===== src/rtl/chess_defs.svh =====
`ifndef CHESS_DEFS_SVH
`define CHESS_DEFS_SVH

// per-square FIFO, sized for a queen's 27 moves plus the end marker
`define SQ_FIFO_DEPTH 32

// per-column FIFO, drained at one entry per cycle by the sequencer
`define COL_FIFO_DEPTH 32

// a move from a square to itself closes that square's move list
`define END_MARKER(sq) {3'b000, (sq), (sq)}

// true for the end marker written after a square's last move
`define IS_END_MARKER(m) ((m).from_sq == (m).to_sq)

`endif

===== src/rtl/chess_pkg.sv =====
package chess_pkg;

	// piece kind, 3 bits, empty square is zero
	typedef enum logic [2:0] {
		kind_empty  = 3'd0,
		kind_pawn   = 3'd1,
		kind_knight = 3'd2,
		kind_bishop = 3'd3,
		kind_rook   = 3'd4,
		kind_queen  = 3'd5,
		kind_king   = 3'd6
	} piece_kind_t;

	// color 1 means black
	typedef struct packed {
		logic        color;
		piece_kind_t kind;
	} piece_t;

	typedef struct packed {
		logic [2:0] file;
		logic [2:0] rank;
	} square_t;

	typedef struct packed {
		logic capture;
		logic double_step;
		logic promote;
	} move_flags_t;

	typedef struct packed {
		move_flags_t flags;
		square_t     from_sq;
		square_t     to_sq;
	} move_t;

	// indexed by file * 8 + rank, i.e. {file, rank}
	typedef piece_t [63:0] board_t;

	// the eight squares of one file, rank 0 in the low nibble
	typedef piece_t [7:0] column_t;

endpackage


===== src/rtl/move_sequencer.sv =====
`timescale 1ns/10ps

module move_sequencer
	import chess_pkg::*;
(
	input  logic            clk,
	input  logic            reset,
	input  logic            start,
	input  board_t          board_in,
	input  logic            side_in,
	output board_t          board,
	output logic            side,
	output logic            col_start,
	input  logic [7:0]      col_empty,
	input  logic [7:0]      col_done,
	output logic [7:0]      col_rd,
	input  move_t [7:0]     col_move,
	output logic            move_valid,
	output move_t           move,
	output logic            done
);
	logic       busy;
	logic       launch;
	logic       finish;
	logic       rd_any;
	logic [2:0] rd_idx;
	logic [2:0] out_idx;

	// fixed priority, lowest column first
	always_comb begin
		rd_any = 1'b0;
		rd_idx = 3'd0;
		for (int i = 7; i >= 0; i--) begin
			if (busy && !col_empty[i]) begin
				rd_any = 1'b1;
				rd_idx = 3'(i);
			end
		end
	end

	assign col_rd = rd_any ? (8'b1 << rd_idx) : 8'b0;
	assign launch = start && !busy;
	// col_done still shows the last run while col_start is high
	assign finish = busy && !col_start && (&col_done) && (&col_empty);
	assign move   = col_move[out_idx];

	always_ff @(posedge clk) begin
		if (reset) begin
			busy       <= 1'b0;
			col_start  <= 1'b0;
			move_valid <= 1'b0;
			done       <= 1'b0;
		end else begin
			col_start  <= launch;
			move_valid <= rd_any;
			if (launch) begin
				busy <= 1'b1;
				done <= 1'b0;
			end else if (finish) begin
				busy <= 1'b0;
				done <= 1'b1;
			end
		end
	end

	always_ff @(posedge clk) begin
		if (launch) begin
			board <= board_in;
			side  <= side_in;
		end
		if (rd_any)
			out_idx <= rd_idx;
	end

endmodule


===== config.mk =====
export PLATFORM = sky130hd
export DESIGN_NAME = move_sequencer
export DESIGN_NICKNAME = d
export VERILOG_FILES = /design/src/rtl/chess_defs.svh /design/src/rtl/chess_pkg.sv /design/src/rtl/move_sequencer.sv
export SDC_FILE = /design/constraint.sdc
export NUM_CORES = 1
export LEC_CHECK = 0
export ABC_AREA = 1
export BUFFER_PORTS_ARGS = -buffer_cell sky130_fd_sc_hd__buf_4
export CORE_AREA = 2 2 262 264
export CTS_BUF_LIST = sky130_fd_sc_hd__clkbuf_8
export DETAILED_ROUTE_END_ITERATION = 10
export DIE_AREA = 0 0 264 266
export SLEW_MARGIN = 5
export SYNTH_ARGS = -nofsm -noshare
export SYNTH_HDL_FRONTEND = slang
export SYNTH_SLANG_ARGS = --single-unit

===== constraint.sdc =====
create_clock -name clk -period 6.9 [get_ports clk]
set_input_delay 0 -clock clk [delete_from_list [all_inputs] [get_ports clk]]
set_output_delay 0 -clock clk [all_outputs]
set_load 0.005 [all_outputs]

==> results of run 1 <==
area by class of cell:
| cell class | instances | area (µm²) |
|---|---|---|
| Fill cell | 6816 | 48700 |
| Clock inverter | 39 | 299 |
| Tap cell | 882 | 1100 |
| Sequential cell | 264 | 7890 |
| Antenna cell | 5 | 12.5 |
| Inverter | 15 | 68.8 |
| Timing Repair Buffer | 955 | 7870 |
| Clock buffer | 48 | 661 |
| Multi-Input combinational cell | 242 | 1140 |
final timing paths:
check,startpoint,end,slack (ns),cells past startpoint
hold / removal,board_in[117],board[117],0.09,2
setup / recovery,out_idx[0],move[1],3.73,7
hold reg to reg,busy,busy,0.56,2
setup reg to reg,col_start,done,4.25,8
stage by stage:
| step | setup slack, ns | util [%] | hold slack, ns | instance area, µm² | power (W) |
|---|---|---|---|---|---|
| floorplan | 0.792 | - | 0.0311 | 9220 | 0.00219 |
| global placement | 4.45 | 22.6 | 0.178 | 15300 | 0.00263 |
| detailed placement | 4.38 | 22.6 | 0.179 | 15300 | 0.00264 |
| CTS | 3.70 | 28.1 | 0.00813 | 19000 | 0.00433 |
| global route | 3.53 | 28.1 | 0.0298 | 19000 | 0.00446 |
| finish | 3.73 | 28.1 | 0.0882 | 19000 | 0.00427 |
power by group:
part           internal (W)  switching (W)  total, W
clock              0.000811       0.000713   0.00152
combinational      0.000443       0.000341  0.000784
sequential          0.00191      0.0000525   0.00196
total               0.00316        0.00111   0.00427
per-layer routing:
metal,share of wire [%],wire (µm)
met5,0,0
met4,5.8,2610
met3,12,5330
met2,50,22600
met1,32,14500
flip-flops by register name (all words and copies together) (netlist names):
register,cells
move_valid,1
board,256
side,1
col_start,1
out_idx,3
done,1
busy,1
placed cells by master, fill, tap and decap left out, drive strengths merged:
master	netlist	layout
nand3	3	3
nand2	67	67
clkbuf	5	48
mux2i	15	15
dfxtp	4	4
edfxtp	260	260
nand4	4	4
diode	0	5
clkinv	0	17
nor2	72	72
a21oi	3	3
o22ai	15	15
nor3	2	2
buf	16	682
bufinv	0	4
dlygate4sd3	0	273
o21ai	61	61
inv	15	33
kinds of logic (layout without fill, tap and decap cells):
| logic type | count (synthesis) | after routing | synth area share (%) |
|---|---|---|---|
| multiplexers | 15 | 15 | 1.63 |
| other | 0 | 5 | 0 |
| AO/OA/AOI/OAI | 79 | 79 | 4.53 |
| flip-flops | 264 | 264 | 85.6 |
| buffers and inverters | 36 | 1057 | 2.05 |
| AND/OR/NAND/NOR | 148 | 148 | 6.20 |
worst max-delay path: stages (launching register included):
cell and delay [ns]:
edfxtp_1 1.12, buf_4 0.51, inv_6 0.20, o21ai_0 0.33
o21ai_1 0.12, nand2_1 0.08, nand2_1 0.05, buf_4 0.13
==> results.tsv, run 1 <==
metric	value	unit
Post-CTS Hold Buffers	273	
top cell type's share of synthesized area	84.7	%
Critical Path End Type	output pin	
Sink Count	264	
Core Region	67700	µm²
PortBufs	678	
# resized after CTS	0	
# DRC	0	
Clock Path Buffers	3	
Worst Setup Start Kind	flip-flop	
Hold Fails Final Rpt	0	
Clock Latency Late Sink	0.63	ns
dpl cells	2085	
GRT met2 Usage	21.9	%
max_slew headroom	22.3	%
gpl congestion	0.938	
via count	8775	
fin crit share	45.9	%
# IOs	679	
Post-Synthesis Cell Area	9220	µm²
Max Clk Rate	316	MHz
die height	266	µm
CP required	6.90	ns
met3 GRT Util	5.93	%
final setup violation count	0	
Yosys reg bits	264	
max-cap violations	0	
synth top area cells	edfxtp_1 85%, nor2_1 2.9%, nand2_1 2.7%, o21ai_0 2.4%, mux2i_1 1.6%	
first-pass GRT wire length	62300	µm
share of layout cells above drive strength 1	47.7	%
RSZ-0062 raised after global routing	no	
final worst clock skew	0.0432	ns
Post-CTS Setup Inserts	0	
Static Leak	8.06	nW
Cell Rows	96	
htree depth	2	
Synthesis Warnings	0	
pwr dens	224	nW/µm²
top cells by count, synth	260 x edfxtp_1, 72 x nor2_1, 67 x nand2_1	
WL per Instance	18.4	µm
met1 Use GR	11.0	%
Hold Crit Class	in2reg	
Mapped Cells	542	
Post-synth EDFFs	260	
Worst Tran Pin Value	1.17	ns
Die X	264	µm
Congestion Overflow GR	0	
largest net degree at the start of global routing	158	
Worst Path Max Fanout	45	
Root Driver	clkbuf_8	
syn_nets	938	
post-synthesis async set-or-reset flop share	0	%
vias in the first global route	9752	
hpwl dp	32900	µm
Routed Wire Length	45000	µm
CTS tree	yes	
post-route antenna net violation count	0	
CP arrival	3.17	ns
CTS Buf Count	48	
status	complete, no violations	
area of the die	70200	µm²
number of vias per cell	3.58	
Max IR drop VDD	0.167	mV
Final nets	1922	
sequential area share after synthesis	85.6	%
initial core utilization	13.6	%
DRT iter0 DRCs	430	
post-synth top area cell	edfxtp_1	
GRT busiest layer	met2	
Clock transition at path regs	0.06	ns
top-count cell post-synth	edfxtp_1	
Final Non-Filler Cells	2450	
Layout area overhead	107	%
kind of critical path	reg2out	
Sum Neg Setup Slack	0	ns
min Tclk post-route	3.17	ns
Post-Syn Area per Cell	17.0	µm²
GRT Total Usage	12.1	%
ys flop type	edfxtp_1	
Yosys cell types	20	
TritonRoute pass-1 iters	4	
initial antenna violation count	7	
Max Slew Vio Count	0	
Power figures use the tool's default switching activity.
==> run 2: changes to the inputs <==
==> constraint.sdc (replaced) <==
create_clock -name clk -period 2.9 [get_ports clk]
set_input_delay 0 -clock clk [delete_from_list [all_inputs] [get_ports clk]]
set_output_delay 0 -clock clk [all_outputs]
set_load 0.005 [all_outputs]
==> run 2 against run 1 <==
Sequential share of layout area decreased by 0.14 points. Core utilization increased by 0.11 points. Non-clock buffer count increased by 11. Register-to-register slack got worse by 4.0 ns. First-iteration DRC count increased by 13%. Clock power increased by 130%. Wire length increased by 5.1%. Cell count increased by 0.41%. Via count decreased by 0.24%. Critical path type is now in2reg. Largest cell class is now buffers.
==> results.tsv, run 2 (synthesized netlist as in run 1, its figures left out) <==
metric	value	unit
Max Slew Vio Count	0	
WL per Instance	19.2	µm
Root Driver	clkbuf_8	
area of the die	70200	µm²
first-pass GRT wire length	65700	µm
Clock Latency Late Sink	0.62	ns
share of layout cells above drive strength 1	48.2	%
Final nets	1934	
largest net degree at the start of global routing	64	
Die X	264	µm
CP cell instances	dlygate4sd3_1 -> buf_4 -> nand2_1 -> dlygate4sd3_1 -> o21ai_0 -> dlygate4sd3_1 -> nand2_1 -> dlygate4sd3_1	
Hold Fails Final Rpt	0	
Reg with most FFs	board	
Critical Path End Type	flip-flop	
status	complete, no violations	
Core Region	67700	µm²
worst-case hold slack	0.0997	ns
Fill cells	6817	
final setup violation count	0	
Sum Neg Setup Slack	0	ns
initial core utilization	13.6	%
vias in the first global route	9884	
initial antenna violation count	10	
Clock transition at path regs	0.06	ns
CTS tree	yes	
GRT Total Usage	12.8	%
Clock Path Buffers	3	
CP required	3.27	ns
commonest cells after routing, fill and taps aside	687 x buf_4, 276 x dlygate4sd3_1, 260 x edfxtp_1, 72 x nor2_1, 66 x nand2_1	
number of vias per cell	3.56	
# resized after CTS	0	
area occupied by multi-input gates	1150	µm²
Hold Crit Class	in2reg	
Cell Rows	96	
cell mode on critical path	dlygate4sd3_1	
gpl congestion	0.936	
DRT iter0 DRCs	487	
WL met3	5110	µm
CP peak stage delay	0.62	ns
Max Clk Rate	376	MHz
TritonRoute pass-1 iters	5	
CTS Buf Count	49	
# DRC	0	
Max IR drop VDD	0.368	mV
Worst Tran Pin Value	0.821	ns
most common cell after layout, fill and taps aside	buf_4	
top flop regs	board x256, out_idx x3	
die height	266	µm
M1 WL	15900	µm
via count	8754	
FF/Latch Area	7890	µm²
max_slew headroom	45.2	%
kind of critical path	in2reg	
# IOs	679	
Congestion Overflow GR	0	
Worst Path Max Fanout	3	
min Tclk post-route	2.66	ns
Layout area overhead	107	%
max reg flops	256	
post-route antenna net violation count	0	
CP arrival	3.02	ns
Worst Setup Start Kind	primary input	
Routed Wire Length	47300	µm
hpwl dp	35600	µm
Top Layer Used	met5	
pwr dens	524	nW/µm²
Sink Count	264	
RSZ-0062 raised after global routing	no	
Critical Path Slowest Stage Cell	dlygate4sd3_1	
final worst clock skew	0.0129	ns
DR WL met2	24000	µm
PortBufs	678	
htree depth	2	
max-cap violations	0	
Static Leak	8.09	nW
fin crit share	91.7	%
## run 2: cell types whose count changed in the layout (fill, tap and decap cells not counted), sizes merged
cell         before  now
bufinv            4    2
diode             5    3
buf             682  690
dlygate4sd3     273  276
clkbuf           48   49
inv              33   34
clkinvlp          0    3
clkinv           17   15
## run 2: final cells by class
type,instances,area share (%)
diodes,3,0.0393
clock buffers,49,3.53
clock inverters,39,1.26
inverters,15,0.354
multi-input cells,242,6.00
flip-flops and latches,264,41.3
well taps,882,5.77
repair buffers,966,41.8
## run 2: path summary, 6_finish.rpt
path,startpoint,end,slack (ns),cells after the start
setup / recovery,col_empty[3],out_idx[2],0.24,8
setup reg to reg,busy,busy,0.30,8
hold / removal,board_in[207],board[207],0.1,2
hold reg to reg,done,done,0.45,2
## run 2: report_power, final
part	total (W)	switching (W)	internal, W
Sequential	0.00464	0.000111	0.00453
Clock	0.00347	0.00170	0.00177
Combinational	0.00190	0.000825	0.00108
## run 2: through the flow
step / area [µm²] / power, W / cells / util (%) / setup WS (ns)
3_3_place_gp: 15400 / 0.00627 / 2093 / 22.8 / 0.806
6_report: 19100 / 0.0100 / 2460 / 28.2 / 0.242
3_5_place_dp: 15400 / 0.00629 / 2093 / 22.8 / 0.827
4_1_cts: 19100 / 0.0102 / 2457 / 28.2 / 0.353
2_1_floorplan: 9230 / 0.00519 / 542 / - / -1.81
5_1_grt: 19100 / 0.0105 / 2459 / 28.2 / 0.173
## run 2: worst max-delay path: cells and delay by family
family | cells | cell delay (ns)
compound gates | 1 | 0.33
simple gates | 2 | 0.15
buf+inv | 5 | 2.54
## run 2: what timing repair did
item	4_1_cts	5_1_grt
endpoints found under the hold margin	266	0
hold buffers	276	0
buffers inserted	0	0
endpoints found under the setup margin	0	0
## run 2: per-layer routing
layer / vias to the layer above / track usage (%)
met5: - / 0
met4: 6 / 6.11
met3: 101 / 5.54
met2: 532 / 23.7
met1: 4104 / 12.1
li1: 4011 / -
==> run 3: changes to the inputs <==
--- a/config.mk
+++ b/config.mk
@@ -5,12 +5,12 @@
 export SDC_FILE = /design/constraint.sdc
 export NUM_CORES = 1
 export LEC_CHECK = 0
-export ABC_AREA = 1
+export ABC_AREA = 0
 export BUFFER_PORTS_ARGS = -buffer_cell sky130_fd_sc_hd__buf_4
-export CORE_AREA = 2 2 262 264
+export CORE_AREA = 2 2 268 270
 export CTS_BUF_LIST = sky130_fd_sc_hd__clkbuf_8
 export DETAILED_ROUTE_END_ITERATION = 10
-export DIE_AREA = 0 0 264 266
+export DIE_AREA = 0 0 270 272
 export SLEW_MARGIN = 5
 export SYNTH_ARGS = -nofsm -noshare
 export SYNTH_HDL_FRONTEND = slang
==> run 3 against run 2 <==
Flip-flop and latch count stayed put. Count of clock-buffer cells in the layout is 1 higher. Total power is 3.7% lower. Sequential share of layout area is 0.15 points lower. First-iteration DRC count is 45% lower. Worst setup slack better by 0.17 ns. Cell area is 0.34% higher. Register-to-register slack better by 0.70 ns. Critical path type is now reg2out. Clock skew is 0.020 ns higher.
==> results.tsv, run 3 <==
metric	value	unit
status	complete, no violations	
PortBufs	678	
# IOs	679	
Comb power frac	15.3	%
Worst Setup Start Kind	flip-flop	
initial antenna violation count	10	
share of layout cells above drive strength 1	55.7	%
Layout area overhead	110	%
max reg flops	256	
XOR/XNOR Fraction of Synth Area	0	%
Hold Fails Final Rpt	0	
Reg with most FFs	board	
Max Clk Rate	402	MHz
Congestion Overflow GR	0	
final setup violation count	0	
max_slew headroom	45.8	%
Worst R2R Path Depth	5	
pwr dens	503	nW/µm²
die height	272	µm
gpl congestion	0.982	
Worst Tran Pin Value	0.813	ns
GRT Total Usage	11.1	%
commonest cells after routing, fill and taps aside	689 x buf_4, 270 x dlygate4sd3_1, 260 x edfxtp_1, 50 x clkbuf_8, 30 x mux4_1	
kind of critical path	reg2out	
area of the die	73400	µm²
Clock Latency Late Sink	0.60	ns
CTS Buf Count	49	
WHS Path Cells	3	
CTS tree	yes	
top flop regs	board x256, out_idx x3	
clock share of power	37.7	%
Int Power	0.00736	W
Post-synth EDFFs	260	
RSZ-0062 raised after global routing	no	
WL per Instance	18.3	µm
top cells by count, synth	260 x edfxtp_1, 30 x mux4_1, 15 x mux2_2	
largest family of logic cells by synthesized area	multiplexers	
post-synth top area cell	edfxtp_1	
CP arrival	2.49	ns
Min-Delay Endpoint	out_idx[2]	
most common cell after layout, fill and taps aside	buf_4	
# resized after CTS	0	
synth top area cells	edfxtp_1 86%, mux4_1 8.6%, mux2_2 1.9%, dfxtp_1 0.88%, buf_6 0.37%	
Critical Path End Type	output pin	
Clock Path Buffers	3	
largest net degree at the start of global routing	108	
DRT iter0 DRCs	270	
Max Slew Vio Count	0	
post-synthesis mux area share	10.5	%
syn_nets	751	
max-cap violations	0	
initial core utilization	12.9	%
Cell Rows	98	
Final nets	1756	
dpl cells	1989	
Core Region	70800	µm²
R2R Path Start	busy	
post-synthesis simple-gate area fraction	1.63	%
Clock transition at path regs	0.07	ns
Max IR drop VDD	0.494	mV
TritonRoute pass-1 iters	4	
Final Non-Filler Cells	2352	
pre-CTS worst setup slack	1.02	ns
first-pass GRT wire length	59900	µm
hpwl dp	31600	µm
vias in the first global route	8990	
Static Leak	7.96	nW
ys flop type	edfxtp_1	
Post-Synth Adder-Cell Area	0	%
Tot Pwr	0.00965	W
post-synthesis async set-or-reset flop share	0	%
switching power	0.00229	W
hold wc startpoint	col_empty[2]	
Hold Crit Class	in2reg	
fin worst setup slack	0.411	ns
fin crit share	85.8	%
# DRC	0	
Yosys reg bits	264	
via count	7936	
setup slack, reg-to-reg	1.00	ns
Sink Count	264	
htree depth	2	
Yosys cell types	27	
Sequential Power Share	47.0	%
top-count cell post-synth	edfxtp_1	
Synthesis Warnings	0	
sequential area share after synthesis	86.5	%
Critical R2R Capture	busy	
Post-Synthesis Cell Area	9120	µm²
switching share of power	23.7	%
Synth Area in Compound Gates	0.673	%
Die X	270	µm
number of vias per cell	3.37	
Post-Syn Area per Cell	25.7	µm²
CP required	2.90	ns
post-route antenna net violation count	0	
worst-case hold slack	0.0976	ns
Routed Wire Length	43000	µm
Root Driver	clkbuf_8	
top cell type's share of synthesized area	85.6	%
Worst Path Max Fanout	18	
min Tclk post-route	2.49	ns
final worst clock skew	0.0329	ns
Fill cells	7119	
Mapped Cells	355	
[run 3: cell count changes after synthesis, sizes merged, moves of 3 or more]
cell and delta:
nand2 -62, o21ai -61, mux2 +15, nor2 -66
a21oi -3, inv -13, nand2b +3, mux4 +30
buf -12, mux2i -15, o22ai -15
[run 3: logic make-up after synthesis]
kind of cell    after synthesis
compound gates                8
buf+inv                      10
flops                       264
mux                          45
simple gates                 28
[run 3: metrics by stage]
stage | area, µm² | TNS, ns | util [%]
global route | 19200 | 0 | 27.1
global placement | 15500 | 0 | 21.9
finish | 19200 | 0 | 27.1
CTS | 19200 | 0 | 27.1
detailed placement | 15500 | 0 | 21.9
floorplan | 9130 | -464.69 | -
[run 3: area by class of cell]
class	count	area (µm²)	area share (%)
clock inverter	36	273	1.42
clock buffer	50	688	3.59
timing repair buffer	962	7940	41.4
sequential	264	7890	41.1
tap	950	1190	6.20
inverter	2	11.3	0.0587
antenna	7	17.5	0.0913
multi-input combinational	81	1170	6.13
[run 3: power by group through the flow]
stage / clock [W] / sequential [W] / combinational [W]
3_5_place_dp: 0 / 0.00461 / 0.00119
4_1_cts: 0.00379 / 0.00453 / 0.00149
2_1_floorplan: 0 / 0.00464 / 0.000214
6_report: 0.00364 / 0.00453 / 0.00148
5_1_grt: 0.00396 / 0.00455 / 0.00157
3_3_place_gp: 0 / 0.00460 / 0.00118
[run 3: worst max-delay path by stage]
stage               start        to  slack, ns
3_3_place_gp   out_idx[1]  move[10]       1.07
4_1_cts        out_idx[1]  move[10]       0.34
5_1_grt        out_idx[1]  move[10]       0.31
3_5_place_dp   out_idx[1]  move[10]       1.02
2_1_floorplan        busy  board[0]      -1.81
6_report       out_idx[1]  move[10]       0.41
[run 3: what timing repair did]
item                                    4_1_cts  5_1_grt
endpoints found under the hold margin       267        0
buffers inserted                              0        0
endpoints found under the setup margin        0        0
hold buffers                                270        0
[run 3: worst max-delay path, cell delays in order, from the launching register on]
cell	delay, ns
edfxtp_1	0.71
buf_4	0.35
mux4_1	0.31
mux2_2	0.34
buf_4	0.18
[run 3: per-layer routing]
metal	up-vias	track usage, %	wire, µm
met5	-	0	21
li1	3537	-	-
met1	3786	10.9	14500
met3	92	4.51	4430
met2	517	20.0	22100
met4	4	6.01	2000
